===== src/hdl/clock_reset_ctrl.sv =====
`timescale 1ns/1ps

module clock_reset_ctrl #(
    parameter int RST_HOLD = 32
) (
    input  logic clk_sys,
    input  logic arst_n_i,
    input  logic pll_locked_i,
    input  logic ioctl_download_i,
    input  logic reset_req_i,
    input  logic mode_change_i,
    output logic ce_10m7_o,
    output logic ce_5m3_o,
    output logic core_rst_n_o
);

    localparam int HOLD_W = $clog2(RST_HOLD + 1);

    logic [2:0]        div_q;
    logic [HOLD_W-1:0] hold_q;
    logic              cause;

    // 42.7 MHz / 4 and / 8, both taken from one counter so they line up
    always_ff @(posedge clk_sys or negedge arst_n_i) begin
        if (!arst_n_i) begin
            div_q     <= '0;
            ce_10m7_o <= 1'b0;
            ce_5m3_o  <= 1'b0;
        end else begin
            div_q     <= div_q + 3'd1;
            ce_10m7_o <= (div_q[1:0] == 2'd0);
            ce_5m3_o  <= (div_q == 3'd0);
        end
    end

    assign cause = !pll_locked_i || ioctl_download_i || reset_req_i || mode_change_i;

    // Hold counter reloads on every cause, reset released once it runs out
    always_ff @(posedge clk_sys or negedge arst_n_i) begin
        if (!arst_n_i) begin
            hold_q       <= HOLD_W'(RST_HOLD);
            core_rst_n_o <= 1'b0;
        end else begin
            if (cause) begin
                hold_q <= HOLD_W'(RST_HOLD);
            end else if (hold_q != '0) begin
                hold_q <= hold_q - 1'b1;
            end
            core_rst_n_o <= !cause && (hold_q == '0);
        end
    end

    a_ce_align: assert property (
        @(posedge clk_sys) disable iff (!arst_n_i) ce_5m3_o |-> ce_10m7_o
    ) else $error("ce_5m3 without ce_10m7");

    // Core stays in reset for the full hold time after a cause
    a_hold: assert property (
        @(posedge clk_sys) disable iff (!arst_n_i)
        cause |=> !core_rst_n_o [*RST_HOLD]
    ) else $error("core reset released early");

endmodule


===== config.mk =====
export PLATFORM = sky130hd
export DESIGN_NAME = clock_reset_ctrl
export DESIGN_NICKNAME = d
export VERILOG_FILES = /design/src/hdl/clock_reset_ctrl.sv
export SDC_FILE = /design/constraint.sdc
export NUM_CORES = 1
export LEC_CHECK = 0
export BUFFER_PORTS_ARGS = -buffer_cell sky130_fd_sc_hd__buf_2
export CAP_MARGIN = 25
export CELL_PAD_IN_SITES_DETAIL_PLACEMENT = 1
export CELL_PAD_IN_SITES_GLOBAL_PLACEMENT = 1
export CORE_MARGIN = 3
export CORE_UTILIZATION = 40
export DETAILED_ROUTE_END_ITERATION = 6
export PLACE_DENSITY_LB_ADDON = 0.2
export REMOVE_ABC_BUFFERS = 1
export SYNTH_ARGS = -nofsm -noshare
export SYNTH_HDL_FRONTEND = slang
export SYNTH_SLANG_ARGS = --single-unit

===== constraint.sdc =====
create_clock -name clk_sys -period 2.24 [get_ports clk_sys]
set_clock_uncertainty 0.2 [all_clocks]
set_input_delay 0.672 -clock clk_sys [delete_from_list [all_inputs] [get_ports clk_sys]]
set_output_delay 0.672 -clock clk_sys [all_outputs]
set_load 0.02 [all_outputs]

==> results of run 1 <==
-- cell families after synthesis --
family / Yosys count / share of synthesized area
xor gates and xnor gates: 1 / 0.0158
DFF: 12 / 0.544
buffers and inverters: 6 / 0.0429
and+or+nand+nor: 18 / 0.190
AOI/OAI and AO/OA: 10 / 0.117
adders and majority gates: 4 / 0.0903
-- routing by layer --
metal,wire length (um),global-route usage
met4,12,0.0542
met1,468,0.152
met3,80,0.0763
met5,0,0
met2,554,0.242
-- worst min-delay path by stage --
stage / from / endpoint / slack, ns / cells past startpoint
6_report: arst_n_i / ce_5m3_o / 0.05 / 1
5_1_grt: arst_n_i / hold_q[4] / 0.06 / 1
4_1_cts: arst_n_i / div_q[1] / 0.05 / 1
3_5_place_dp: div_q[0] / div_q[0] / 0.24 / 1
3_3_place_gp: div_q[0] / div_q[0] / 0.23 / 1
2_1_floorplan: arst_n_i / ce_10m7_o / 0.18 / 0
-- where the power goes --
group	internal, mW	switching, mW
sequential	0.220	0.00388
clock	0.0991	0.0780
combinational	0.0124	0.0164
-- worst max-delay path: stages (launching register included) --
cell     delay (ns)
dfrtp_1        0.42
inv_1          0.12
ha_1           0.22
or3b_2         0.50
nor3_1         0.24
nor3_1         0.08
-- cell usage in the layout, fill, tap and decap left out, types with 2 or more instances in the layout --
cell type	instances
a21oi_1	4
buf_2	8
clkbuf_4	3
dfrtp_1	11
ha_1	4
inv_1	5
nand2_1	3
nor2_1	2
nor2b_1	3
nor3_1	3
o21ai_0	2
-- final cells by class --
class / count / share of cell area
clock buffers: 4 / 0.0564
multi-input cells: 33 / 0.356
well taps: 14 / 0.0272
repair buffers: 8 / 0.0623
inverters: 5 / 0.0292
flip-flops and latches: 12 / 0.469
-- synthesized netlist by cell type --
master | n | area [um2]
o31ai_1 | 1 | 7.51
o21ai_0 | 2 | 10.0
or4b_1 | 1 | 10.0
nor2b_1 | 3 | 18.8
nand2_1 | 3 | 11.3
nor2_1 | 2 | 7.51
a21oi_1 | 4 | 20.0
or4_1 | 1 | 7.51
nand2b_1 | 1 | 6.26
a221o_1 | 1 | 10.0
a21boi_2 | 1 | 11.3
or3b_2 | 1 | 8.76
buf_2 | 1 | 5.00
nor3_1 | 3 | 15.0
a31oi_1 | 1 | 6.26
inv_1 | 5 | 18.8
dfstp_2 | 1 | 26.3
nor4_1 | 1 | 6.26
dfrtp_1 | 11 | 275
xor2_1 | 1 | 8.76
or2_1 | 1 | 6.26
nor3b_1 | 1 | 7.51
ha_1 | 4 | 50.1
-- flip-flops by register name (all words and copies together) (netlist names) --
name          count
core_rst_n_o      1
ce_10m7_o         1
div_q             3
hold_q            6
ce_5m3_o          1
==> impl_metrics.csv, run 1 <==
group,metric,value,unit
sta,hold_viol_final,0,
detailed_routing,vias,410,
worst_setup_path,critPathArrivalTime,1.85,ns
detailed_routing,antenna_left,0,
sta,max_slew.worst_pin.slew,0.478,ns
yosys,synth_cell_types,23,
worst_setup_path,critPathCapture,"hold_q[0]",
power_and_ir_drop,ir_drop,399,uV
status,status,"finished clean",
hold_path,hold_class,"input port to async pin",
finish,fin_util,0.535,
sta,final-setup-viol-count,0,
clocking,h-tree-depth,1,
worst_setup_path,end_kind,"register",
sta,fin_ws,0.355,ns
placement,dpl_worst_slack,0.173,ns
global_route,antenna_found_initial,0,
finish,n_fill_cell,152,
yosys,synth_seq_cells,12,
yosys,syn_inst,51,
detailed_routing,wirelength,1120,um
floorplan,die-height,43.2,um
floorplan,die_w,43.2,um
finish,areaGrowthSynthToFinish,16.0,%
floorplan,core_region_area,1200,um2
power_and_ir_drop,total_power,0.429,mW
global_route,grt_usage,0.145,
sta,hold_ws,0.0455,ns
clocking,cts_resized,0,
clocking,clockBufferDepth,2,
worst_setup_path,r2r_start,"hold_q[0]",
sta,fin_crit_sh,0.841,
detailed_routing,first_pass_iters,3,
placement,place_congestion,0.793,
floorplan,dieArea,1870,um2
worst_setup_path,critPathLaunchType,"register",
sta,finalCriticalPeriod,1.88,ns
global_route,gr-total-overflow,0,
clocking,cts_hold_buf,0,
finish,fin_cells,76,
worst_setup_path,cp_max_fo,4,
clocking,clk_latency,0.28,ns
sta,final_max_slew_viol_count,0,
clocking,postCtsSetupBuffers,0,
finish,regArea,302,um2
yosys,netlist_area,554,um2
finish,antenna_cells,0,
placement,numPortBuffers,8,
finish,drive_gt1_frac,0.242,
worst_setup_path,cp.required,2.20,ns
placement,placed_area,607,um2
worst_setup_path,crit_type,"register to register",
placement,dp_hpwl,839,um
yosys,yosysWarnings,0,
clocking,clkTransAtPathRegs,0.08,ns
worst_setup_path,r2r_end,"hold_q[0]",
clocking,cts_sinks,12,
worst_setup_path,r2r_cells,5,
power_and_ir_drop,powerDensity,668,nW/um2
sta,grt_setup_unrepaired,"false",
floorplan,num_io_pins,9,
clocking,cts_tree,"yes",
finish,multiInputGateArea,229,um2
finish,fin_nets,73,
global_route,grt_max_degree,13,
detailed_routing,drt-initial-drc-count,6,
global_route,grt_pass1_vias,431,
worst_setup_path,reg2reg_slack,0.36,ns
floorplan,start_util,0.461,
detailed_routing,drt-vias-per-instance,5.39,
job,maxCapViolations,0,
detailed_routing,drc,0,
yosys,ys_seq_area_frac,0.544,
finish,stdcell_area,643,um2
placement,placed_cells,72,
worst_setup_path,startpoint,"hold_q[0]",
detailed_routing,avgRoutedWirePerCell,14.7,um
sta,tns,0,ns
clocking,cts_root_buf,"clkbuf_4",
clocking,cts_made_buffers,3,
sta,slew_headroom,0.678,
yosys,synth_area_per_cell,10.9,um2
global_route,grt_pass1_wl,1900,um
sta,max_freq,531,MHz
power_and_ir_drop,leakagePower,0.325,nW
floorplan,rows,12,
(Power assumes the default switching activity.)
==> run 2, diff against run 1 <==
CORE_UTILIZATION = 36   (was 40)
clock period = 1.7 ns   (was 2.24 ns; I/O delays follow)
==> impl_metrics.csv, run 2 (synthesis gave the netlist of run 1 again) <==
group,metric,value,unit
detailed_routing,avgRoutedWirePerCell,14.1,um
global_route,antenna_found_initial,0,
sta,slew_headroom,0.812,
sta,final_max_slew_viol_count,0,
hold_path,hold_start,"div_q[0]",
worst_setup_path,crit_type,"register to register",
floorplan,die-height,45.2,um
finish,drive_gt1_frac,0.466,
power_and_ir_drop,leakagePower,0.385,nW
worst_setup_path,reg2reg_slack,0.04,ns
finish,stdcell_area,790,um2
detailed_routing,antenna_left,0,
clocking,h-tree-depth,1,
status,status,"finished clean",
finish,n_fill_cell,154,
global_route,gr-total-overflow,0,
detailed_routing,wirelength,1250,um
clocking,clockBufferDepth,2,
sta,grt_setup_unrepaired,"true",
finish,multiInputGateArea,282,um2
finish,mostFrequentLayoutCell,"dfrtp_1",
placement,numPortBuffers,8,
worst_setup_path,r2r_cells,6,
global_route,grt_pass1_wl,2110,um
finish,regArea,302,um2
floorplan,rows,13,
placement,placed_area,668,um2
sta,hold_viol_final,0,
finish,fin_nets,84,
global_route,grt_pass1_vias,505,
detailed_routing,drt-vias-per-instance,5.20,
sta,max_freq,602,MHz
floorplan,core_region_area,1370,um2
finish,layout_common_cells,"11 x dfrtp_1, 8 x buf_2, 8 x buf_4",
worst_setup_path,critPathArrivalTime,1.66,ns
clocking,clkTransAtPathRegs,0.08,ns
sta,finalCriticalPeriod,1.66,ns
job,maxCapViolations,0,
detailed_routing,drc,0,
finish,largest_registers,"hold_q x6, div_q x3",
worst_setup_path,cp.required,1.70,ns
hold_path,hold_class,"register to register",
worst_setup_path,r2r_start,"hold_q[1]",
power_and_ir_drop,total_power,0.582,mW
power_and_ir_drop,ir_drop,487,uV
sta,final-setup-viol-count,0,
detailed_routing,drt-initial-drc-count,7,
clocking,cts_sinks,12,
worst_setup_path,end_kind,"register",
floorplan,start_util,0.406,
sta,max_slew.worst_pin.slew,0.282,ns
power_and_ir_drop,powerDensity,738,nW/um2
clocking,cts_tree,"yes",
detailed_routing,first_pass_iters,3,
placement,place_congestion,0.725,
global_route,grt_max_degree,13,
finish,regMostFlops,"hold_q",
floorplan,num_io_pins,9,
detailed_routing,vias,458,
finish,antenna_cells,0,
worst_setup_path,r2r_end,"hold_q[4]",
finish,areaGrowthSynthToFinish,42.4,%
finish,largest_reg_flops,6,
sta,fin_crit_sh,0.977,
placement,dp_hpwl,886,um
worst_setup_path,cp_max_fo,3,
hold_path,whs_path_depth,1,
worst_setup_path,critPathLaunchType,"register",
clocking,clk_latency,0.27,ns
floorplan,dieArea,2050,um2
floorplan,die_w,45.2,um
clocking,cts_made_buffers,3,
hold_path,holdPathEnd,"div_q[0]",
clocking,cts_root_buf,"clkbuf_4",
global_route,grt_usage,0.144,
==> run 2: layer usage <==
layer	wire length, um	track usage	up-vias
met2	609	0.240	12
met3	56	0.0478	2
met5	0	0	-
met4	8	0.0643	0
met1	570	0.166	222
li1	-	-	222
==> run 2: how the worst max path moves through the flow <==
stage,start,endpoint,cells past startpoint
floorplan,ioctl_download_i,hold_q[1],3
global placement,hold_q[0],hold_q[0],5
detailed placement,ioctl_download_i,hold_q[1],4
CTS,hold_q[1],hold_q[4],6
global route,hold_q[1],hold_q[4],6
finish,hold_q[1],hold_q[4],6
==> run 2: stage by stage <==
stage               std cells  hold slack [ns]  setup TNS, ns  worst slack [ns]   util
finish                     88            0.253              0            0.0399  0.578
global route               88            0.282        -0.0250           -0.0146  0.578
CTS                        86            0.256              0           0.00259  0.548
detailed placement         81            0.208         -0.721            -0.153  0.489
global placement           81            0.203         -0.457           -0.0935  0.489
floorplan                  50           0.0144              0           0.00205      -
==> run 2: area by class of cell <==
| cell class | instances | area share |
|---|---|---|
| flip-flops and latches | 12 | 0.382 |
| multi-input cells | 33 | 0.357 |
| repair buffers | 19 | 0.168 |
| clock buffers | 4 | 0.0460 |
| inverters | 5 | 0.0238 |
| well taps | 15 | 0.0238 |
==> run 2: report_power, final <==
group	internal [mW]	total, mW	leakage (nW)	switching (mW)
Clock	0.130	0.223	0.0210	0.0932
Combinational	0.0349	0.0651	0.215	0.0302
Sequential	0.290	0.294	0.150	0.00446
Total	0.454	0.582	0.385	0.128
==> run 2: worst max-delay path, stage by stage, from the launching register on <==
cell and delay [ns]:
dfrtp_1 0.40, inv_2 0.09, buf_6 0.11, ha_4 0.13, inv_2 0.04, or4_4 0.50, a21oi_2 0.13
==> run 2: repair_timing <==
| action | in CTS | in global routing |
|---|---|---|
| hold buffers | 1 | 0 |
| hold endpoints to repair | 11 | 0 |
| buffers inserted | 0 | 2 |
| gates resized for setup | 10 | 6 |
| endpoints found under the setup margin | 3 | 5 |
| pin swaps | 2 | 4 |
