===== src/hdl/shell_cfg_pkg.sv =====
package shell_cfg_pkg;

    // Memory extension selected in the OSD
    typedef enum logic [2:0] {
        MEM_NONE  = 3'd0,
        MEM_EM5   = 3'd1,
        MEM_EM64  = 3'd2,
        MEM_64KBF = 3'd3,
        MEM_64KRX = 3'd4,
        MEM_BRNO  = 3'd5
    } mem_ext_t;

    typedef enum logic [1:0] {
        CART_NONE    = 2'd0,
        CART_BASIC_I = 2'd1,
        CART_BASIC_G = 2'd2,
        CART_BASIC_F = 2'd3
    } cart_t;

    // Field positions in the status word
    localparam int ST_MEM_LSB  = 0;
    localparam int ST_CART_LSB = 3;
    localparam int ST_EM64_LSB = 5;
    localparam int ST_JOY_SWAP = 9;
    localparam int ST_TAPE_OFF = 10;  // Set means tape sound off
    localparam int ST_SCAN_LSB = 14;
    localparam int ST_BORDER   = 16;
    localparam int ST_RESET    = 17;

    localparam int EM64_W = 4;
    localparam int SCAN_W = 2;

    // Memory and cartridge bits, a change here restarts the core
    localparam int MODE_BITS = 5;

endpackage


===== src/hdl/shell_io_pkg.sv =====
package shell_io_pkg;

    localparam int JOY_W  = 6;
    localparam int BYTE_W = 8;

    // Download index from the file loader
    typedef enum logic [7:0] {
        DL_BOOT   = 8'd0,
        DL_BINROM = 8'd1
    } dl_target_t;

    // Progress of one ROM download
    typedef enum logic [1:0] {
        LD_IDLE,
        LD_LOADING,
        LD_DONE
    } ld_state_t;

endpackage


===== src/hdl/shell_config.sv =====
`timescale 1ns/1ps

module shell_config
    import shell_cfg_pkg::*, shell_io_pkg::*;
(
    input  logic              clk_sys,
    input  logic              arst_n_i,
    input  logic [31:0]       status_i,
    input  logic [JOY_W-1:0]  joy0_i,
    input  logic [JOY_W-1:0]  joy1_i,
    output mem_ext_t          mem_ext_o,
    output cart_t             cart_o,
    output logic [EM64_W-1:0] em64_opts_o,
    output logic              cart_enable_o,
    output logic              kb64_enable_o,
    output logic              border_o,
    output logic [SCAN_W-1:0] scanlines_o,
    output logic [JOY_W-1:0]  joy_a_o,
    output logic [JOY_W-1:0]  joy_b_o,
    output logic              mode_change_o,
    output logic              reset_req_o,
    output logic              load_enable_o,
    output logic              tape_on_o
);

    logic [ST_RESET:0]    status_q;
    logic [MODE_BITS-1:0] mode_prev_q;
    logic                 swap;

    always_ff @(posedge clk_sys or negedge arst_n_i) begin
        if (!arst_n_i) begin
            status_q      <= '0;
            mode_prev_q   <= '0;
            mode_change_o <= 1'b0;
        end else begin
            status_q      <= status_i[ST_RESET:0];
            mode_prev_q   <= status_q[MODE_BITS-1:0];
            mode_change_o <= (status_q[MODE_BITS-1:0] != mode_prev_q);
        end
    end

    assign mem_ext_o   = mem_ext_t'(status_q[ST_MEM_LSB +: 3]);
    assign cart_o      = cart_t'(status_q[ST_CART_LSB +: 2]);
    assign em64_opts_o = status_q[ST_EM64_LSB +: EM64_W];
    assign scanlines_o = status_q[ST_SCAN_LSB +: SCAN_W];
    assign border_o    = status_q[ST_BORDER];
    assign reset_req_o = status_q[ST_RESET];
    assign tape_on_o   = !status_q[ST_TAPE_OFF];  // OSD bit is "tape off"

    // Cartridge slot only exists without the bigger RAM expansions
    assign cart_enable_o = (mem_ext_o == MEM_NONE) || (mem_ext_o == MEM_EM5)
                        || (mem_ext_o == MEM_EM64);
    assign load_enable_o = cart_enable_o && (cart_o == CART_NONE);
    assign kb64_enable_o = (mem_ext_o == MEM_EM64);

    assign swap    = status_q[ST_JOY_SWAP];
    assign joy_a_o = swap ? joy1_i : joy0_i;
    assign joy_b_o = swap ? joy0_i : joy1_i;

    a_mode_pulse: assert property (
        @(posedge clk_sys) disable iff (!arst_n_i) mode_change_o |=> !mode_change_o
    ) else $error("mode_change longer than one cycle");

endmodule


===== config.mk =====
export PLATFORM = sky130hd
export DESIGN_NAME = shell_config
export DESIGN_NICKNAME = d
export VERILOG_FILES = /design/src/hdl/shell_cfg_pkg.sv /design/src/hdl/shell_io_pkg.sv /design/src/hdl/shell_config.sv
export SDC_FILE = /design/constraint.sdc
export NUM_CORES = 1
export LEC_CHECK = 0
export ABC_AREA = 1
export BUFFER_PORTS_ARGS = -buffer_cell sky130_fd_sc_hd__buf_2
export CAP_MARGIN = 20
export CELL_PAD_IN_SITES_DETAIL_PLACEMENT = 0
export CELL_PAD_IN_SITES_GLOBAL_PLACEMENT = 1
export CORE_UTILIZATION = 25
export CTS_BUF_LIST = sky130_fd_sc_hd__clkbuf_8
export DETAILED_ROUTE_END_ITERATION = 10
export PLACE_DENSITY = 0.77
export SYNTH_ARGS = -nofsm -noshare
export SYNTH_HDL_FRONTEND = slang
export SYNTH_SLANG_ARGS = --single-unit
export TNS_END_PERCENT = 20

===== constraint.sdc =====
create_clock -name clk_sys -period 1.15 [get_ports clk_sys]
set_input_delay 0.0575 -clock clk_sys [delete_from_list [all_inputs] [get_ports clk_sys]]
set_output_delay 0.0575 -clock clk_sys [all_outputs]
set_load 0.005 [all_outputs]

==> flow_metrics.env, run 1 <==
export IMPL_fin_tns_setup_ns=-0.7169
export IMPL_crit_path_top_delay_cell="dfrtp_4"
export IMPL_clockBufferDepth=2
export IMPL_cpPeakStageDelay_ns=0.49
export IMPL_cts_buffers=3
export IMPL_core_um2=3363
export IMPL_synth_top_cell_area_share_pct=59.07
export IMPL_syn_area_per_cell_um2=9.566
export IMPL_syn_instance_count=93
export IMPL_synth_seq_cells=21
export IMPL_via_per_inst=3.893
export IMPL_io_pins=76
export IMPL_dr_pass1_iters=2
export IMPL_final_hold_violation_count=0
export IMPL_setup_viol=13
export IMPL_hold_ws_ns=0.2904
export IMPL_cp_cell_sequence="buf_6, a21oi_1, buf_2"
export IMPL_route_detailed_drc=0
export IMPL_wirelength_um=2020
export IMPL_clkSlewWorstSetupHoldPaths_ns=0.07
export IMPL_synthDistinctLibCells=13
export IMPL_slew_violations=0
export IMPL_nNetsFinal=207
export IMPL_gp_congestion=0.6967
export IMPL_yosysMostFrequentCell="dfrtp_1"
export IMPL_relSlewSlack_pct=70.55
export IMPL_path_class="reg -> out"
export IMPL_syn_to_final_growth_pct=58.09
export IMPL_antenna_found_initial=0
export IMPL_drt_initial_drc_count=7
export IMPL_netlist_top_cells_area="dfrtp_1, buf_4, nand2_1"
export IMPL_ys_warn_count=0
export IMPL_synth_edff_count=0
export IMPL_netlist_area_um2=889.6
export IMPL_dieArea_um2=3801
export IMPL_synth_seq_area_share_pct=59.07
export IMPL_place_hpwl_um=1379
export IMPL_ant_nets=0
export IMPL_cts_sinks=21
export IMPL_power_density_nw_per_um2=1092
export IMPL_vias=802
export IMPL_fmax_mhz=811.6
export IMPL_grt_ovfl_total=0
export IMPL_clk_insertion_delay_late_ns=0.25
export IMPL_dieHeight_um=61.65
export IMPL_yosys_top_cells_count="dfrtp_1, nand2_1, inv_1"
export IMPL_cp_arrival_ns=1.17
export IMPL_worstReg2RegEnd="mode_change_o"
export IMPL_cp_num_buf_inv=2
export IMPL_vdd_drop_max_v=0.0008083
export IMPL_setup_slack_ns=-0.08221
export IMPL_crit_required_ns=1.09
export IMPL_startpoint_type="register"
export IMPL_io_buffers=58
export IMPL_grt_first_pass_wirelength_um=2863
export IMPL_wire_per_inst_um=9.806
export IMPL_antenna_cells=0
export IMPL_skew_ns=0.001761
export IMPL_reg2reg_from="status_q[0]"
export IMPL_period_share_pct=107.1
export IMPL_period_needed_ns=1.232
export IMPL_h_tree_depth=1
export IMPL_maxCapViolations=0
export IMPL_rsz0062_at_grt="true"
export IMPL_grt_pass1_vias=808
export IMPL_worst_pin_slew_ns=0.4418
export IMPL_start_util_pct=26.45
export IMPL_r2r_cells=5
export IMPL_cts_tree="yes"
export IMPL_drive_gt1_share_pct=49.38
export IMPL_r2r_slack_ns=0.25
export IMPL_leakagePower_nw=0.7576
export IMPL_rows=21
export IMPL_synth_nets=139
export IMPL_critical_path_top_delay_family="flip-flops"
export IMPL_die_w_um=61.65
export IMPL_cts_root_buf="clkbuf_8"
export IMPL_grt_util_all_layers_pct=10.43
export IMPL_failed_checks="setup timing"
export IMPL_hp_class="in -> async"
export IMPL_ys_flop_type="dfrtp_1"
export IMPL_synth_async_reset_ratio_pct=100.0
export IMPL_grt_max_degree=22
export IMPL_crit_path_max_fanout=12
export IMPL_status="finished, violations left"
export IMPL_yosys_area_top_type="dfrtp_1"
export IMPL_cp_end_kind="output pin"
stage by stage:
stage               util, %  instance area [µm²]  worst slack, ns  instances  power, mW
floorplan                 -                889.6           0.3341         93     0.9177
global placement      33.67                 1132        -0.002586        184      1.011
detailed placement    33.67                 1132         -0.05930        184      1.019
CTS                   41.11                 1383         -0.08738        206      1.543
global route          41.82                 1406          -0.1259        206      1.620
finish                41.82                 1406         -0.08221        206      1.536
kinds of logic after synthesis:
family	Yosys count	share of synthesized area, %
buf+inv	29	18.57
flops	21	59.07
simple gates	29	13.22
compound gates	13	8.158
xor+xnor	1	0.9847
placed cells by master, fill, tap and decap left out:
| cell type | Yosys | routed |
|---|---|---|
| a21oi_1 | 4 | 3 |
| a21oi_2 | 2 | 3 |
| buf_12 | 0 | 1 |
| buf_2 | 0 | 58 |
| buf_6 | 2 | 1 |
| clkbuf_8 | 0 | 3 |
| dfrtp_1 | 21 | 20 |
| dfrtp_4 | 0 | 1 |
| dlygate4sd3_1 | 0 | 16 |
| inv_1 | 16 | 14 |
| inv_2 | 0 | 3 |
| nand2_1 | 18 | 17 |
| nand2_2 | 0 | 1 |
| nand3_1 | 1 | 1 |
| nor2_1 | 6 | 5 |
| nor2_2 | 2 | 2 |
| nor2_4 | 0 | 1 |
| nor3_1 | 2 | 1 |
| nor3_2 | 0 | 1 |
| o21ai_1 | 0 | 3 |
| o21ai_2 | 0 | 4 |
| xnor2_1 | 1 | 1 |
worst max path at each step:
stage | from | cells past startpoint | to | slack [ns]
6_report | status_q[9] | 3 | joy_b_o[0] | -0.08
5_1_grt | status_q[9] | 3 | joy_a_o[1] | -0.13
4_1_cts | status_q[9] | 3 | joy_a_o[0] | -0.09
3_5_place_dp | status_q[9] | 3 | joy_b_o[1] | -0.06
3_3_place_gp | status_q[9] | 3 | joy_b_o[0] | -0.003
2_1_floorplan | status_q[9] | 2 | joy_a_o[0] | 0.33
final cells by class:
class                      count  area (µm²)
clock inverter                 1       3.754
tap                           46       57.56
sequential                    21       529.3
clock buffer                   3       41.29
multi-input combinational     43       232.7
fill                         342        1957
timing repair buffer          76       481.7
inverter                      16       60.06
routing by layer:
metal | GRT usage (%) | wire length (µm)
met1 | 8.936 | 791
met2 | 22.73 | 1084
met3 | 1.261 | 136
met4 | 4.762 | 8
met5 | 0 | 0
registers in the layout (all words and copies together) (netlist names):
signal         count
mode_change_o      1
mode_prev_q        5
status_q          15
worst register-to-register path, cell delays in order (launching register included):
cell and delay, ns:
dfrtp_1 0.43, inv_2 0.06, nand2_1 0.06, nand2_1 0.05, nor2_1 0.11, nand3_1 0.08
where the power goes:
| part | switching (mW) | internal (mW) |
|---|---|---|
| clock | 0.222 | 0.237 |
| sequential | 0.0226 | 0.776 |
| combinational | 0.123 | 0.155 |
what timing repair did:
| action | CTS | global route |
|---|---|---|
| hold buffers | 16 | 0 |
| hold endpoints to repair | 36 | 0 |
| endpoints found under the setup margin | 14 | 15 |
| pin swaps | 1 | 0 |
| resized for setup | 13 | 9 |
| cloned | 0 | 0 |
| setup buffers | 2 | 0 |
(Power assumes the default switching activity.)
==> run 2: changes to the inputs <==
PLACE_DENSITY = not set   (was 0.77)
PLACE_DENSITY_LB_ADDON = 0.1   (was not set)
SETUP_SLACK_MARGIN = 0.05   (was not set)
==> run 2 against run 1 <==
Effect of this change: the flow still finishes with violations (setup timing); die area unchanged; critical path depth up 1; clock power up 5.2%; sequential share of layout area up 0.24 points; combinational power down 3%; non-clock buffer count unchanged; via count down 0.37%; sequential power about the same; clock-buffer cell count unchanged; critical path type unchanged; largest cell class unchanged; largest power group unchanged; highest routed layer unchanged.
==> flow_metrics.env, run 2 (synthesis results as in run 1) <==
export IMPL_status="finished, violations left"
export IMPL_failed_checks="setup timing"
export IMPL_ant_nets=0
export IMPL_hold_ws_ns=0.2791
export IMPL_maxCapViolations=0
export IMPL_period_needed_ns=1.241
export IMPL_power_frac_clock_pct=31.2
export IMPL_vdd_drop_max_v=0.0007552
export IMPL_clk_insertion_delay_late_ns=0.26
export IMPL_placed_cell_area_um2=1132
export IMPL_dp_cells=184
export IMPL_startpoint="status_q[9]"
export IMPL_grt_first_pass_wirelength_um=2656
export IMPL_dp_slack_ns=-0.06342
export IMPL_cts_root_buf="clkbuf_8"
export IMPL_vias=799
export IMPL_internal_power_mw=1.173
export IMPL_p_comb_share_pct=17.4
export IMPL_route_detailed_drc=0
export IMPL_crit_path_top_delay_cell="dfrtp_4"
export IMPL_final_util_pct=41.56
export IMPL_place_hpwl_um=1341
export IMPL_antenna_cells=0
export IMPL_clockBufferDepth=2
export IMPL_crit_path_max_fanout=12
export IMPL_dieHeight_um=61.65
export IMPL_finalInstanceArea_um2=1398
export IMPL_gr_usage_met3_pct=4.412
export IMPL_cpPeakStageDelay_ns=0.50
export IMPL_cp_cell_sequence="buf_12, nor2_1, a21oi_1, buf_2"
export IMPL_startpoint_type="register"
export IMPL_relSlewSlack_pct=69.54
export IMPL_path_class="reg -> out"
export IMPL_via_per_inst=3.879
export IMPL_largestRegisters="status_q x15, mode_prev_q x5, mode_change_o x1"
export IMPL_grt_util_all_layers_pct=10.10
export IMPL_final_hold_violation_count=0
export IMPL_period_share_pct=107.9
export IMPL_fin_total_pwr_mw=1.551
export IMPL_gp_congestion=0.6315
export IMPL_fin_tns_setup_ns=-0.8494
export IMPL_syn_to_final_growth_pct=57.10
export IMPL_grt_pass1_vias=655
export IMPL_die_w_um=61.65
export IMPL_wire_per_inst_um=9.034
export IMPL_slew_violations=0
export IMPL_r2r_slack_ns=0.25
export IMPL_rows=21
export IMPL_start_util_pct=26.45
export IMPL_layout_common_cells="buf_2, dfrtp_1, nand2_1"
export IMPL_h_tree_depth=1
export IMPL_final_cells=206
export IMPL_rsz0062_at_grt="true"
export IMPL_worst_pin_slew_ns=0.4569
export IMPL_leakagePower_nw=0.7496
export IMPL_grt_max_degree=22
export IMPL_top_usage_layer="met2"
export IMPL_crit_required_ns=1.09
export IMPL_cp_arrival_ns=1.18
export IMPL_setup_slack_ns=-0.09089
export IMPL_wirelength_um=1861
export IMPL_drt_initial_drc_count=10
export IMPL_reg2reg_from="status_q[0]"
export IMPL_skew_ns=0.001008
export IMPL_grt_ovfl_total=0
export IMPL_share_seq_of_total_power_pct=51.4
export IMPL_cts_sinks=21
export IMPL_grtUsageMet1_pct=11.11
export IMPL_largest_reg_flops=15
export IMPL_nNetsFinal=207
export IMPL_io_pins=76
export IMPL_cts_buffers=3
export IMPL_regMostFlops="status_q"
export IMPL_cts_tree="yes"
export IMPL_io_buffers=58
export IMPL_dieArea_um2=3801
export IMPL_r2r_cells=5
export IMPL_p_sw_share_pct=24.37
export IMPL_fmax_mhz=805.9
export IMPL_switchingPower_mw=0.3779
export IMPL_mostFrequentLayoutCell="buf_2"
export IMPL_cp_end_kind="output pin"
export IMPL_grtUsageMet2_pct=16.74
export IMPL_drive_gt1_share_pct=48.13
export IMPL_hp_class="in -> async"
export IMPL_core_um2=3363
export IMPL_dr_pass1_iters=4
export IMPL_power_density_nw_per_um2=1110
export IMPL_setup_viol=13
export IMPL_antenna_found_initial=0
export IMPL_clkSlewWorstSetupHoldPaths_ns=0.08
export IMPL_worstReg2RegEnd="mode_change_o"
## run 2: layout make-up
cell class	instances	area, µm²
clock inverter	1	7.507
multi-input combinational	43	220.2
tap	46	57.56
timing repair buffer	76	481.7
clock buffer	3	41.29
sequential	21	529.3
inverter	16	60.06
fill	377	1966
## run 2: power by group through the flow
stage	sequential, mW	combinational [mW]	clock, mW
floorplan	0.808	0.109	0
global placement	0.818	0.194	0
detailed placement	0.820	0.199	0
CTS	0.798	0.269	0.511
global route	0.804	0.302	0.540
finish	0.798	0.270	0.483
## run 2: repair_timing
action | in CTS | in global routing
hold buffers | 16 | 0
setup endpoints to repair | 14 | 15
gates resized for setup | 12 | 6
pin swaps | 0 | 1
buffers inserted | 2 | 0
endpoints found under the hold margin | 36 | 0
## run 2: critical path: cells and delay by family (launching register included)
family	cells	cell delay [ns]
AND/OR/NAND/NOR	1	0.11
flip-flops	1	0.50
AO/OA/AOI/OAI	1	0.05
buffers and inverters	2	0.27
## run 2: worst max path at each step
stage / end / slack (ns) / cells after the start
6_report: joy_a_o[5] / -0.09 / 4
5_1_grt: joy_b_o[0] / -0.14 / 4
4_1_cts: joy_b_o[0] / -0.10 / 4
3_5_place_dp: joy_b_o[1] / -0.06 / 3
3_3_place_gp: joy_b_o[1] / -0.01 / 3
2_1_floorplan: joy_a_o[0] / 0.33 / 2
## run 2: metal layers
metal  vias up  routed length, µm
met5         -                  0
met4         0                 15
met3         2                137
met2        31                892
met1       366                815
li1        400                  -
==> run 3: changes to the inputs <==
clock period = 1.4 ns   (was 1.15 ns; I/O delays follow)
==> run 3 against run 2 <==
Effect of this change: clock power shrank 17%; the flow now finishes without violations; via count fell by 2.9%; sequential power shrank 18%; critical path type unchanged.
==> flow_metrics.env, run 3 (synthesis results as in run 1) <==
export IMPL_dieArea_um2=3801
export IMPL_grt_util_all_layers_pct=9.684
export IMPL_wl_met1_um=734
export IMPL_status="completed"
export IMPL_critical_path_top_delay_family="flip-flops"
export IMPL_via_per_inst=3.785
export IMPL_rsz0062_at_grt="false"
export IMPL_wl_met3_um=136
export IMPL_fmax_mhz=816.2
export IMPL_grt_ovfl_total=0
export IMPL_place_hpwl_um=1271
export IMPL_nNetsFinal=206
export IMPL_relSlewSlack_pct=69.27
export IMPL_layout_common_cells="buf_2, dfrtp_1, nand2_1"
export IMPL_maxCapViolations=0
export IMPL_drive_gt1_share_pct=42.14
export IMPL_start_util_pct=26.45
export IMPL_power_density_nw_per_um2=930.5
export IMPL_skew_ns=0.003777
export IMPL_hp_class="in -> async"
export IMPL_cts_root_buf="clkbuf_8"
export IMPL_largest_reg_flops=15
export IMPL_period_needed_ns=1.225
export IMPL_vias=776
export IMPL_cts_sinks=21
export IMPL_wirelength_um=1751
export IMPL_clk_insertion_delay_late_ns=0.26
export IMPL_final_hold_violation_count=0
export IMPL_io_buffers=58
export IMPL_cts_setup_buffers=0
export IMPL_wl_met2_um=851
export IMPL_setup_slack_ns=0.1748
export IMPL_worst_pin_slew_ns=0.4609
export IMPL_cp_num_buf_inv=2
export IMPL_ant_nets=0
export IMPL_vdd_drop_max_v=0.0006261
export IMPL_routed_top_layer="met4"
export IMPL_dieHeight_um=61.65
export IMPL_drt_initial_drc_count=19
export IMPL_clockBufferDepth=2
export IMPL_cp_arrival_ns=1.16
export IMPL_period_share_pct=87.52
export IMPL_gp_congestion=0.6289
export IMPL_regMostFlops="status_q"
export IMPL_cp_end_kind="output pin"
export IMPL_grt_first_pass_wirelength_um=2532
export IMPL_dr_pass1_iters=2
export IMPL_grt_max_degree=25
export IMPL_antenna_found_initial=0
export IMPL_io_pins=76
export IMPL_cts_tree="yes"
export IMPL_crit_required_ns=1.33
export IMPL_syn_to_final_growth_pct=51.62
export IMPL_route_detailed_drc=0
export IMPL_rows=21
export IMPL_crit_path_top_delay_cell="dfrtp_1"
export IMPL_crit_path_max_fanout=4
export IMPL_h_tree_depth=1
export IMPL_seq_area_um2=525.5
export IMPL_slew_violations=0
export IMPL_grt_pass1_vias=647
export IMPL_cp_cell_sequence="inv_1, o21ai_1, nor3_1, buf_2"
export IMPL_clkSlewWorstSetupHoldPaths_ns=0.08
export IMPL_antenna_cells=0
export IMPL_setup_viol=0
export IMPL_path_class="reg -> out"
export IMPL_largestRegisters="status_q x15, mode_prev_q x5, mode_change_o x1"
export IMPL_cts_buffers=3
export IMPL_die_w_um=61.65
export IMPL_leakagePower_nw=0.7382
export IMPL_core_um2=3363
export IMPL_fin_tns_setup_ns=0
export IMPL_wire_per_inst_um=8.541
export IMPL_multi_input_area_um2=198.9
export IMPL_nFillCells=365
export IMPL_dp_slack_ns=0.3635
export IMPL_mostFrequentLayoutCell="buf_2"
export IMPL_cpPeakStageDelay_ns=0.42
export IMPL_final_util_pct=40.10
export IMPL_startpoint_type="register"
## run 3: layout make-up
type / count / share of cell area [%]
tap: 46 / 4.267
inverter: 16 / 4.453
sequential: 21 / 38.96
clock buffer: 3 / 3.061
clock inverter: 1 / 0.5566
timing repair buffer: 75 / 33.95
multi-input combinational: 43 / 14.75
## run 3: repair_timing
action	in CTS	in global routing
endpoints found under the setup margin	0	2
resized for setup	0	1
hold buffers	16	0
hold endpoints to repair	36	0
## run 3: final timing paths
kind | startpoint | endpoint | slack, ns | cells past startpoint
worst max-delay path | status_q[1] | load_enable_o | 0.17 | 4
worst min-delay path | arst_n_i | mode_prev_q[0] | 0.28 | 2
worst max register to register | status_q[0] | mode_change_o | 0.52 | 5
worst min register to register | status_q[1] | mode_prev_q[1] | 0.45 | 0
max in group asynchronous | arst_n_i | mode_prev_q[1] | 0.80 | 2
min in group clk_sys | joy0_i[5] | joy_b_o[5] | 0.43 | 4
## run 3: report_power, final
group / internal (mW) / total (mW) / switching, mW
registers: 0.636 / 0.652 / 0.0156
clock network: 0.201 / 0.400 / 0.199
logic: 0.115 / 0.204 / 0.0888
## run 3: through the flow
stage	hold slack, ns	power [mW]	instances	instance area [µm²]
6_report	0.2846	1.255	205	1349
3_3_place_gp	0.04822	0.8336	185	1140
2_1_floorplan	-0.2256	0.7538	93	889.6
4_1_cts	0.3009	1.284	205	1349
3_5_place_dp	0.05729	0.8380	185	1140
5_1_grt	0.3526	1.339	205	1349
## run 3: layer usage
| metal | global-route usage [%] | vias up |
|---|---|---|
| met3 | 5.042 | 4 |
| met1 | 9.351 | 339 |
| met4 | 4.762 | 0 |
| met5 | 0 | - |
| met2 | 16.90 | 32 |
| li1 | - | 401 |
