### src/hdl/audio_dac.sv
`timescale 1ns/1ps

module audio_dac #(
    parameter int AUDIO_W = 11
) (
    input  logic               clk_sys,
    input  logic               arst_n_i,
    input  logic [AUDIO_W-1:0] audio_i,
    input  logic               tape_in_i,
    input  logic               tape_on_i,
    output logic               audio_o
);

    localparam logic [AUDIO_W:0] FULL_SCALE = (AUDIO_W+1)'(2**AUDIO_W - 1);
    localparam logic [AUDIO_W:0] TAPE_LVL   = (AUDIO_W+1)'(2**(AUDIO_W-2));

    logic [AUDIO_W:0]   mix_sum;
    logic [AUDIO_W-1:0] mix;
    logic [AUDIO_W-1:0] acc_q;

    // Halve the core sample to leave headroom for the tape bit
    always_comb begin
        if (tape_on_i) begin
            mix_sum = {2'b00, audio_i[AUDIO_W-1:1]} + (tape_in_i ? TAPE_LVL : '0);
        end else begin
            mix_sum = {1'b0, audio_i};
        end
    end
    assign mix = mix_sum[AUDIO_W-1:0];

    // First order sigma-delta, the carry is the output bit
    always_ff @(posedge clk_sys or negedge arst_n_i) begin
        if (!arst_n_i) begin
            acc_q   <= '0;
            audio_o <= 1'b0;
        end else begin
            {audio_o, acc_q} <= {1'b0, acc_q} + {1'b0, mix};
        end
    end

    a_mix_range: assert property (
        @(posedge clk_sys) disable iff (!arst_n_i) mix_sum <= FULL_SCALE
    ) else $error("mixed sample above full scale");

endmodule

### config.mk
export PLATFORM = sky130hd
export DESIGN_NAME = audio_dac
export DESIGN_NICKNAME = d
export VERILOG_FILES = /design/src/hdl/audio_dac.sv
export SDC_FILE = /design/constraint.sdc
export NUM_CORES = 1
export LEC_CHECK = 0
export ABC_AREA = 1
export ABC_CLOCK_PERIOD_IN_PS = 1900
export BUFFER_PORTS_ARGS = -buffer_cell sky130_fd_sc_hd__buf_2
export CAP_MARGIN = 20
export CORE_MARGIN = 4
export CORE_UTILIZATION = 50
export DETAILED_ROUTE_END_ITERATION = 8
export GPL_ROUTABILITY_DRIVEN = 0
export PLACE_DENSITY = 0.71
export RECOVER_POWER = 25
export SLEW_MARGIN = 20
export SYNTH_ARGS = -nofsm -noshare
export SYNTH_HDL_FRONTEND = slang
export SYNTH_SLANG_ARGS = --single-unit
### constraint.sdc
create_clock -name clk_sys -period 1.9 [get_ports clk_sys]
set_clock_uncertainty 0.1 [all_clocks]
set_input_delay 0.475 -clock clk_sys [delete_from_list [all_inputs] [get_ports clk_sys]]
set_output_delay 0.475 -clock clk_sys [all_outputs]
set_load 0.005 [all_outputs]
==> reports/results.tsv, run 1 <==
stage	metric	value	unit
outcome	outcome	finished clean	
cts	clock slew at reported path FFs	0.09	ns
cts	Clk Tree Root Cell	clkbuf_4	
timing	final count of pins violating max slew	0	
critical_path	family with the most delay on the worst path	adder cells	
critical_path	worst endpoint required time	1.98	ns
timing	worst slew margin relative to its limit	53.3	%
pwr	clock share of power	10.6	%
cts	# clock sinks	12	
critical_path	Max stage delay on crit path	0.39	ns
flow_run	maxcap violations	0	
cts	post-CTS setup-driven buffer insertion count	0	
cts	buffer depth of the longest clock path	2	
timing	Period Utilization, post-route	94.5	%
cells_and_area	n_diodes	0	
placed_design	placed wire-length estimate	1.92	mm
cts	TritonCTS clock tree	done	
placed_design	pre-CTS setup slack	-0.235	ns
drt	average wire length per cell after detail routing	11.6	um
global_route	number of antenna violations at the first check in global routing	0	
timing	worst hold slack across all endpoints	0.402	ns
die	number of primary I/O pins	16	
timing	setup repair after global routing missed its margin	no	
drt	overall routed net length	2.42	mm
global_route	vias in the first global route	958	
cts	H-Tree Level Count	1	
cells_and_area	most frequent cells in the layout	nand2_1, inv_1, buf_4, buf_2	
timing	endpoints failing hold	0	
critical_path	Max stage delay cell, worst path	fa_2	
global_route	pin count of the biggest net entering global routing	18	
synthesis	Synth warnings	0	
pwr	Max rail drop VDD	0.000823	V
pwr	share of power burned in registers	22.4	%
timing	fin crit period	1.79	ns
critical_path	critical path capture point type	flop	
synthesis	Post-Synthesis Net Count	176	
global_route	global-route wire length before repair	3.86	mm
synthesis	cells after synthesis	148	
synthesis	most instantiated flip-flop cell in the synthesis netlist	dfrtp_1	
drt	count of nets left with antenna violations after detail routing	0	
cts	Clk Latency, worst-skew pair	0.28	ns
die	standard-cell row count	16	
critical_path	type of element launching the critical path	input port	
critical_path	sum of buffers and inverters on the critical path	1	
drt	drt pass-1 iters	4	
die	floorplan core area	1960	um2
pwr	power density cells	1560	nW/um2
placed_design	number of input and output port buffers inserted	15	
critical_path	worst path arrival time	1.87	ns
global_route	Total GRT Usage	19.5	%
die	Initial Util	52.2	%
synthesis	Avg Cell Area, Syn	6.92	um2
synthesis	Synth cell types	20	
pwr	Internal Power	1.14	mW
pwr	static power due to leakage	0.745	nW
pwr	post-layout power	2.03	mW
die	width of the die	53.3	um
critical_path	Most common cell on crit path	nand2_1	
timing	fmax	557	MHz
timing	Worst-Margin Slew	0.700	ns
pwr	Logic pwr share	67.0	%
cells_and_area	share of cells above drive strength 1	24.2	%
drt	via count of the routed design	1017	
synthesis	proportion of synthesized chip area in sequential cells	29.3	%
die	overall die area	2840	um2
drt	Vias/cell	4.87	
cells_and_area	area delta synth->final	27.1	%
timing	worst setup slack after layout	0.105	ns
timing	final number of setup-violating endpoints	0	
critical_path	CP Cell Sequence	clkbuf_4 -> nor2_1 -> a21oi_1 -> ha_1 -> fa_2 -> nand2_1 -> nand3_1 -> nand3_1 -> nand2_1 -> nand2_1 -> nand2_1	
cells_and_area	most frequent standard cell in the layout excluding fill and tap cells	nand2_1	
pwr	power spent charging and discharging nets	0.892	mW
pwr	switching power share of the total	44.0	%
drt	starting DRC count in detailed routing	13	
drt	remaining routing DRC violations	0	
cts	cts bufs inserted	3	
hold_path	Hold WC Path Type	flop to flop	
global_route	total grt overflow	0	
critical_path	kind of critical path	input port to flop	
critical_path	Max Fanout on Critical Path	17	
synthesis	Post-synth ARST share	100	%
die	Die Y	53.3	um
synthesis	post-synth design cell area	1020	um2
cells_and_area	number of nets in the layout	211	
synthesis	post-synthesis sequential element count	12	
synthesis	Post-synth EDFFs	0	
registers in the layout, indices dropped and copies added, names as in the netlist:
register	cells
audio_o	1
acc_q	11
synthesized netlist by cell type (2+ instances only):
cell type  count  share of area (%)
nand2_1       49                 18
inv_1         19                7.0
dfrtp_1       12                 29
ha_1          12                 15
nor2_1        12                4.4
a21oi_1       10                4.9
nand3_1       10                4.9
o21ai_0        5                2.4
xor2_1         4                3.4
nor2_2         3                1.8
nand2_2        2                1.2
nand4_1        2                1.2
cells by family (layout without fill, tap and decap cells):
group	Yosys count	count (layout)	share of synthesized area (%)
multiplexers	1	1	1.10
XOR/XNOR	5	5	4.27
AND/OR/NAND/NOR	81	81	33.6
adder cells (fa/ha/maj)	13	13	16.6
AO/OA/AOI/OAI	15	15	7.33
buffers and inverters	21	55	7.81
flip-flops	12	12	29.3
worst reg2reg max path, stage by stage (launching register included):
cell	delay, ns
dfrtp_1	0.38
ha_1	0.23
fa_2	0.39
nand2_1	0.08
nand3_1	0.08
nand3_1	0.13
nand2_1	0.07
nand2_1	0.05
nand2_1	0.04
area by class of cell:
cell class / count / area (um2)
clock buffer: 4 / 36.3
multi-input combinational: 115 / 654
timing repair buffer: 32 / 206
inverter: 19 / 71.3
sequential: 12 / 300
tap: 27 / 33.8
fill: 194 / 659
what timing repair did:
| item | CTS | global route |
|---|---|---|
| hold endpoints to repair | 12 | 0 |
| resized for setup | 0 | 5 |
| hold buffers | 1 | 0 |
| endpoints found under the setup margin | 0 | 6 |
path summary, 6_finish.rpt:
kind                                 endpoint  slack (ns)  cells past startpoint                from
setup / recovery           acc_q[8]$_DFF_PN0_        0.11                     11           tape_on_i
hold / removal             acc_q[0]$_DFF_PN0_        0.40                      1  acc_q[0]$_DFF_PN0_
setup reg to reg           acc_q[8]$_DFF_PN0_        0.25                      8  acc_q[0]$_DFF_PN0_
hold reg to reg            acc_q[0]$_DFF_PN0_        0.40                      1  acc_q[0]$_DFF_PN0_
max in group asynchronous  acc_q[7]$_DFF_PN0_        0.59                      2            arst_n_i
min in group asynchronous  acc_q[6]$_DFF_PN0_        0.67                      2            arst_n_i
routing by layer:
| layer | track usage, % | wire length, um |
|---|---|---|
| met5 | 0 | 0 |
| met2 | 31.6 | 1070 |
| met1 | 24.8 | 1160 |
| met4 | 9.36 | 56 |
| met3 | 3.38 | 134 |
power by group through the flow:
stage / clock [mW] / sequential, mW / combinational, mW
after floorplan: 0 / 0.443 / 0.865
after global placement: 0 / 0.455 / 1.28
final: 0.216 / 0.455 / 1.36
after global routing: 0.239 / 0.464 / 1.52
after detailed placement: 0 / 0.460 / 1.31
after CTS: 0.219 / 0.455 / 1.34
through the flow:
stage / std cells / utilization (%) / TNS [ns] / area (um2)
3_5_place_dp: 204 / 63.6 / -1.57 / 1250
4_1_cts: 209 / 65.9 / 0 / 1290
3_3_place_gp: 204 / 63.6 / -1.32 / 1250
5_1_grt: 209 / 66.4 / 0 / 1300
6_report: 209 / 66.4 / 0 / 1300
2_1_floorplan: 148 / - / -0.00118 / 1030
Power figures use the tool's default switching activity.
==> run 2, diff against run 1 <==
--- a/config.mk
+++ b/config.mk
@@ -13,6 +13,7 @@
 export CORE_UTILIZATION = 50
 export DETAILED_ROUTE_END_ITERATION = 8
 export GPL_ROUTABILITY_DRIVEN = 0
+export MAX_ROUTING_LAYER = met4
 export PLACE_DENSITY = 0.71
 export RECOVER_POWER = 25
 export SLEW_MARGIN = 20
==> constraint.sdc (replaced) <==
create_clock -name clk_sys -period 1.9 [get_ports clk_sys]
set_clock_uncertainty 0.1 [all_clocks]
set_input_delay 0.475 -clock clk_sys [delete_from_list [all_inputs] [get_ports clk_sys]]
set_output_delay 0.475 -clock clk_sys [all_outputs]
set_load 0.01 [all_outputs]
==> reports/results.tsv, run 2 (synthesis gave the netlist of run 1 again) <==
stage	metric	value	unit	change
cts	Clk Tree Root Cell	clkbuf_4		
pwr	power density cells	1560	nW/um2	+0.24%
cts	clock slew at reported path FFs	0.09	ns	about the same
die	overall die area	2840	um2	unchanged
cts	buffer depth of the longest clock path	2		unchanged
cts	H-Tree Level Count	1		unchanged
die	number of primary I/O pins	16		unchanged
cells_and_area	most frequent standard cell in the layout excluding fill and tap cells	nand2_1		
critical_path	critical path capture point type	flop		
cells_and_area	Largest regs	acc_q x11, audio_o x1		
timing	worst slew margin relative to its limit	53.3	%	about the same
cells_and_area	number of nets in the layout	211		unchanged
flow_run	maxcap violations	0		unchanged
die	floorplan core area	1960	um2	unchanged
global_route	total grt overflow	0		unchanged
timing	final count of pins violating max slew	0		unchanged
cts	cts bufs inserted	3		unchanged
pwr	share of power burned in registers	22.4	%	about the same
critical_path	type of element launching the critical path	input port		
critical_path	worst path arrival time	1.87	ns	about the same
timing	Period Utilization, post-route	94.5	%	about the same
drt	starting DRC count in detailed routing	13		unchanged
timing	fin crit period	1.79	ns	-0.000290 ns
timing	Worst-Margin Slew	0.700	ns	+0.000400 ns
outcome	outcome	finished clean		
drt	remaining routing DRC violations	0		unchanged
global_route	number of antenna violations at the first check in global routing	0		unchanged
die	width of the die	53.3	um	unchanged
cells_and_area	area delta synth->final	27.1	%	unchanged
drt	Vias/cell	4.87		unchanged
global_route	pin count of the biggest net entering global routing	18		unchanged
critical_path	kind of critical path	input port to flop		
placed_design	placed wire-length estimate	1.92	mm	unchanged
cells_and_area	number of flip-flops in the largest register	11		unchanged
global_route	vias in the first global route	957		-0.10%
cells_and_area	Filler Cells Inserted	194		unchanged
cts	# clock sinks	12		unchanged
drt	via count of the routed design	1017		unchanged
timing	endpoints failing hold	0		unchanged
pwr	Max rail drop VDD	0.000823	V	about the same
cts	TritonCTS clock tree	done		
cells_and_area	multi-input combinational cell area	654	um2	unchanged
global_route	global-route wire length before repair	3.87	mm	+0.16%
die	standard-cell row count	16		unchanged
cells_and_area	final core utilization	66.4	%	unchanged
timing	fmax	557	MHz	about the same
hold_path	Hold WC Path Type	flop to flop		
timing	worst hold slack across all endpoints	0.402	ns	unchanged
timing	setup repair after global routing missed its margin	no		
cells_and_area	most frequent cells in the layout	nand2_1, inv_1, buf_4, buf_2		
drt	count of nets left with antenna violations after detail routing	0		unchanged
critical_path	worst endpoint required time	1.98	ns	about the same
placed_design	number of input and output port buffers inserted	15		unchanged
cts	post-CTS setup-driven buffer insertion count	0		unchanged
die	Initial Util	52.2	%	unchanged
cells_and_area	register with the most flip-flops	acc_q		
global_route	Total GRT Usage	20.0	%	+0.50 points
pwr	post-layout power	2.03	mW	+0.24%
critical_path	Max Fanout on Critical Path	17		unchanged
drt	overall routed net length	2.43	mm	+0.46%
pwr	Internal Power	1.14	mW	about the same
cells_and_area	final instance area	1300	um2	unchanged
timing	final number of setup-violating endpoints	0		unchanged
cells_and_area	n_diodes	0		unchanged
die	Die Y	53.3	um	unchanged
cells_and_area	sequential cell area in the final layout	300	um2	unchanged
placed_design	Placed Instance Area	1250	um2	unchanged
pwr	static power due to leakage	0.745	nW	unchanged
pwr	clock share of power	10.6	%	about the same
drt	drt pass-1 iters	4		unchanged
pwr	Logic pwr share	67.0	%	about the same
drt	average wire length per cell after detail routing	11.6	um	+0.46%
cells_and_area	share of cells above drive strength 1	24.2	%	unchanged
pwr	power spent charging and discharging nets	0.897	mW	+0.49%
cts	Clk Latency, worst-skew pair	0.29	ns	about the same
pwr	switching power share of the total	44.1	%	+0.11 points
==> run 2: cell counts in the layout (fill, tap and decap cells not counted) <==
No cell type changed its count.
==> run 2: power groups by stage <==
stage	combinational, mW	sequential [mW]	clock [mW]
6_report	1.36	0.455	0.216
5_1_grt	1.53	0.464	0.239
4_1_cts	1.34	0.455	0.219
3_5_place_dp	1.32	0.460	0
3_3_place_gp	1.28	0.455	0
2_1_floorplan	0.865	0.447	0
==> run 2: area by class of cell <==
| class | count | area share, % |
|---|---|---|
| inverters | 19 | 5.48 |
| repair buffers | 32 | 15.9 |
| flip-flops and latches | 12 | 23.1 |
| well taps | 27 | 2.59 |
| multi-input cells | 115 | 50.2 |
| clock buffers | 4 | 2.79 |
==> run 2: repair_timing <==
item | in CTS | in global routing
hold buffers | 1 | 0
endpoints found under the hold margin | 12 | 0
setup endpoints to repair | 0 | 6
resized for setup | 0 | 5
==> run 2: critical path, cell delays in order <==
cell	delay, ns
clkbuf_4	0.18
nor2_1	0.11
a21oi_1	0.05
ha_1	0.21
fa_2	0.39
nand2_1	0.08
nand3_1	0.08
nand3_1	0.13
nand2_1	0.07
nand2_1	0.05
nand2_1	0.04
==> run 2: final timing paths <==
path                       slack [ns]               start  depth (start not counted)                  to
setup / recovery                 0.11           tape_on_i                         11  acc_q[8]$_DFF_PN0_
hold / removal                   0.40  acc_q[0]$_DFF_PN0_                          1  acc_q[0]$_DFF_PN0_
setup reg to reg                 0.24  acc_q[0]$_DFF_PN0_                          8  acc_q[8]$_DFF_PN0_
hold reg to reg                  0.40  acc_q[0]$_DFF_PN0_                          1  acc_q[0]$_DFF_PN0_
max in group asynchronous        0.59            arst_n_i                          2  acc_q[7]$_DFF_PN0_
min in group asynchronous        0.67            arst_n_i                          2  acc_q[6]$_DFF_PN0_
==> run 2: metal layers <==
metal	track usage (%)	share of wire, %	vias to the layer above
met5	-	0	-
met2	31.6	44	28
met1	24.8	48	444
li1	-	-	538
met3	3.38	5.5	7
met4	9.36	2.3	0
==> run 2: through the flow <==
| step | TNS (ns) | instances | setup WS [ns] |
|---|---|---|---|
| 6_report | 0 | 209 | 0.105 |
| 5_1_grt | 0 | 209 | 0.000632 |
| 4_1_cts | 0 | 209 | 0.0587 |
| 3_5_place_dp | -1.57 | 204 | -0.235 |
| 3_3_place_gp | -1.32 | 204 | -0.186 |
| 2_1_floorplan | -0.00118 | 148 | -0.00118 |
==> run 3, diff against run 2 <==
--- a/config.mk
+++ b/config.mk
@@ -5,7 +5,6 @@
 export SDC_FILE = /design/constraint.sdc
 export NUM_CORES = 1
 export LEC_CHECK = 0
-export ABC_AREA = 1
 export ABC_CLOCK_PERIOD_IN_PS = 1900
 export BUFFER_PORTS_ARGS = -buffer_cell sky130_fd_sc_hd__buf_2
 export CAP_MARGIN = 20
==> reports/results.tsv, run 3 <==
stage	metric	value	unit	change
placed_design	Placed Instance Area	1280	um2	+2.9%
pwr	Internal Power	1.52	mW	+34%
cells_and_area	final cell count without fillers	162		-22%
pwr	post-layout power	2.54	mW	+25%
cells_and_area	Largest regs	acc_q x11, audio_o x1		
cells_and_area	Filler Cells Inserted	86		-56%
global_route	pin count of the biggest net entering global routing	13		-5
critical_path	type of element launching the critical path	input port		
timing	setup TNS after final layout	-1.69	ns	-1.69 ns
die	overall die area	2710	um2	-4.7%
drt	remaining routing DRC violations	0		unchanged
timing	final number of setup-violating endpoints	8		+8
timing	Period Utilization, post-route	128	%	+33 points
timing	fmax	412	MHz	-26%
cts	Clk Tree Root Cell	clkbuf_4		
global_route	vias in the first global route	940		-1.8%
timing	fin crit period	2.43	ns	+0.634 ns
die	number of primary I/O pins	16		unchanged
timing	worst hold slack across all endpoints	0.415	ns	+0.0122 ns
die	floorplan core area	1780	um2	-9.1%
pwr	power spent charging and discharging nets	1.02	mW	+13%
pwr	clock share of power	8.4	%	-2.2 points
synthesis	Post-Synthesis Net Count	121		-31%
cells_and_area	most frequent standard cell in the layout excluding fill and tap cells	buf_4		
synthesis	Synth warnings	0		unchanged
drt	overall routed net length	2.76	mm	+14%
placed_design	placed wire-length estimate	1.79	mm	-6.9%
pwr	Logic pwr share	72.1	%	+5.1 points
global_route	Total GRT Usage	22.8	%	+2.8 points
cts	clock slew at reported path FFs	0.08	ns	about the same
synthesis	Synth cell types	32		+60%
drt	Vias/cell	5.90		+21%
pwr	static power due to leakage	0.682	nW	-8.5%
synthesis	Post-synth ARST share	100	%	unchanged
timing	setup repair after global routing missed its margin	yes		
critical_path	worst endpoint required time	1.95	ns	-0.03 ns
cells_and_area	n_diodes	0		unchanged
cells_and_area	final core utilization	83.9	%	+17 points
outcome	outcome	finished, violations left		
die	width of the die	52.0	um	-2.4%
flow_run	maxcap violations	0		unchanged
pwr	power density cells	1700	nW/um2	+8.8%
timing	final count of pins violating max slew	0		unchanged
cts	TritonCTS clock tree	done		
drt	via count of the routed design	955		-6.1%
timing	endpoints failing hold	0		unchanged
synthesis	proportion of netlist area held by the largest area contributor	31.0	%	+1.7 points
global_route	total grt overflow	0		unchanged
synthesis	Commonest cells post-synth	dfrtp_1, ha_1, mux2_2		
die	Die Y	52.0	um	-2.4%
cells_and_area	sequential cell area in the final layout	300	um2	unchanged
synthesis	post-synth design cell area	968	um2	-5.5%
cells_and_area	final instance area	1500	um2	+15%
cts	buffer depth of the longest clock path	2		unchanged
placed_design	number of input and output port buffers inserted	15		unchanged
cells_and_area	share of cells above drive strength 1	58.4	%	+34 points
cells_and_area	register with the most flip-flops	acc_q		
synthesis	Synth area leader	dfrtp_1		
cts	cts bufs inserted	3		unchanged
drt	drt pass-1 iters	4		unchanged
cells_and_area	multi-input combinational cell area	811	um2	+24%
synthesis	proportion of synthesized chip area in sequential cells	31.0	%	+1.7 points
global_route	number of antenna violations at the first check in global routing	0		unchanged
synthesis	Post-synth EDFFs	0		unchanged
cts	H-Tree Level Count	1		unchanged
die	standard-cell row count	15		-1
global_route	global-route wire length before repair	4.39	mm	+13%
cells_and_area	number of flip-flops in the largest register	11		unchanged
pwr	switching power share of the total	40.0	%	-4.1 points
pwr	share of power burned in registers	19.5	%	-2.9 points
drt	average wire length per cell after detail routing	17.0	um	+47%
synthesis	Avg Cell Area, Syn	10.4	um2	+50%
drt	starting DRC count in detailed routing	25		+12
hold_path	Hold WC Path Type	flop to flop		
cts	# clock sinks	12		unchanged
placed_design	dpl cells	154		-25%
cells_and_area	area delta synth->final	54.4	%	
critical_path	kind of critical path	input port to flop		
synthesis	most instantiated flip-flop cell in the synthesis netlist	dfrtp_1		
critical_path	critical path capture point type	flop		
timing	worst setup slack after layout	-0.529	ns	-0.634 ns
synthesis	Synth area leaders	dfrtp_1, ha_1, mux2_2, a21oi_1, o21ai_0		
timing	Worst-Margin Slew	0.711	ns	+0.0108 ns
critical_path	worst path arrival time	2.48	ns	+0.61 ns
placed_design	pre-CTS setup slack	-0.867	ns	-0.632 ns
timing	worst slew margin relative to its limit	52.6	%	-0.72 points
synthesis	post-synthesis sequential element count	12		unchanged
cells_and_area	number of nets in the layout	166		-21%
die	Initial Util	54.3	%	+2.1 points
cts	Clk Latency, worst-skew pair	0.28	ns	about the same
pwr	Max rail drop VDD	0.00109	V	+32%
synthesis	cells after synthesis	93		-37%
critical_path	Max Fanout on Critical Path	6		-11
outcome	violated checks	negative setup slack		
cells_and_area	most frequent cells in the layout	buf_4, buf_2, dfrtp_1, mux2_2, ha_4		
drt	count of nets left with antenna violations after detail routing	0		unchanged
## run 3: changes by cell type after synthesis, moves of 3 or more
cell and delta:
nand2_1 -49, inv_1 -16, nor2_1 -11, mux2_2 +10, nand3_1 -8, a21o_1 +4
nor2_2 -3, o21ai_0 +3, xnor2_1 +3
## run 3: power groups by stage
stage	logic [mW]	clock network (mW)	registers, mW
after detailed placement	1.46	0	0.478
after CTS	1.69	0.220	0.482
after global placement	1.42	0	0.473
final	1.83	0.213	0.496
after global routing	1.99	0.230	0.501
after floorplan	0.916	0	0.467
## run 3: area by class of cell
class / count / area share [%]
Multi-Input combinational cell: 76 / 54.2
Timing Repair Buffer: 42 / 20.4
Sequential cell: 12 / 20.1
Clock buffer: 4 / 2.43
Tap cell: 25 / 2.09
Inverter: 3 / 0.753
## run 3: worst paths after layout
check,startpoint,endpoint,slack (ns),depth (start not counted)
worst max-delay path,tape_on_i,acc_q[10]$_DFF_PN0_,-0.53,8
worst max register to register,acc_q[0]$_DFF_PN0_,acc_q[10]$_DFF_PN0_,-0.31,6
max in group asynchronous,arst_n_i,acc_q[7]$_DFF_PN0_,0.60,2
worst min register to register,acc_q[0]$_DFF_PN0_,acc_q[0]$_DFF_PN0_,0.41,1
min in group asynchronous,arst_n_i,acc_q[10]$_DFF_PN0_,0.66,2
worst min-delay path,acc_q[0]$_DFF_PN0_,acc_q[0]$_DFF_PN0_,0.41,1
## run 3: cells by family after synthesis
kind of cell | count (synthesis) | synth area share [%]
multiplexers | 11 | 12.8
flip-flops | 12 | 31.0
AO/OA/AOI/OAI | 30 | 20.5
AND/OR/NAND/NOR | 15 | 9.82
XOR/XNOR | 7 | 6.33
adder cells (fa/ha/maj) | 13 | 17.6
buffers and inverters | 5 | 1.94
## run 3: routing by layer
metal | vias to the layer above | share of wire (%) | track usage, %
met5 | - | 0 | -
met4 | 0 | 1.2 | 6.55
met3 | 5 | 4.5 | 2.58
met2 | 26 | 50 | 38.5
met1 | 481 | 45 | 28.7
li1 | 443 | - | -
## run 3: timing repair
item | 4_1_cts | 5_1_grt
hold buffers | 1 | 0
setup buffers | 3 | 1
resized for setup | 20 | 12
hold endpoints to repair | 12 | 0
pin swaps | 14 | 12
setup endpoints to repair | 8 | 8
## run 3: worst max-delay path, cell delays in order
cell      delay (ns)
buf_12          0.11
mux2_4          0.31
ha_4            0.17
fa_2            0.34
a21o_1          0.21
a221oi_2        0.31
nor3_2          0.07
or4_1           0.50
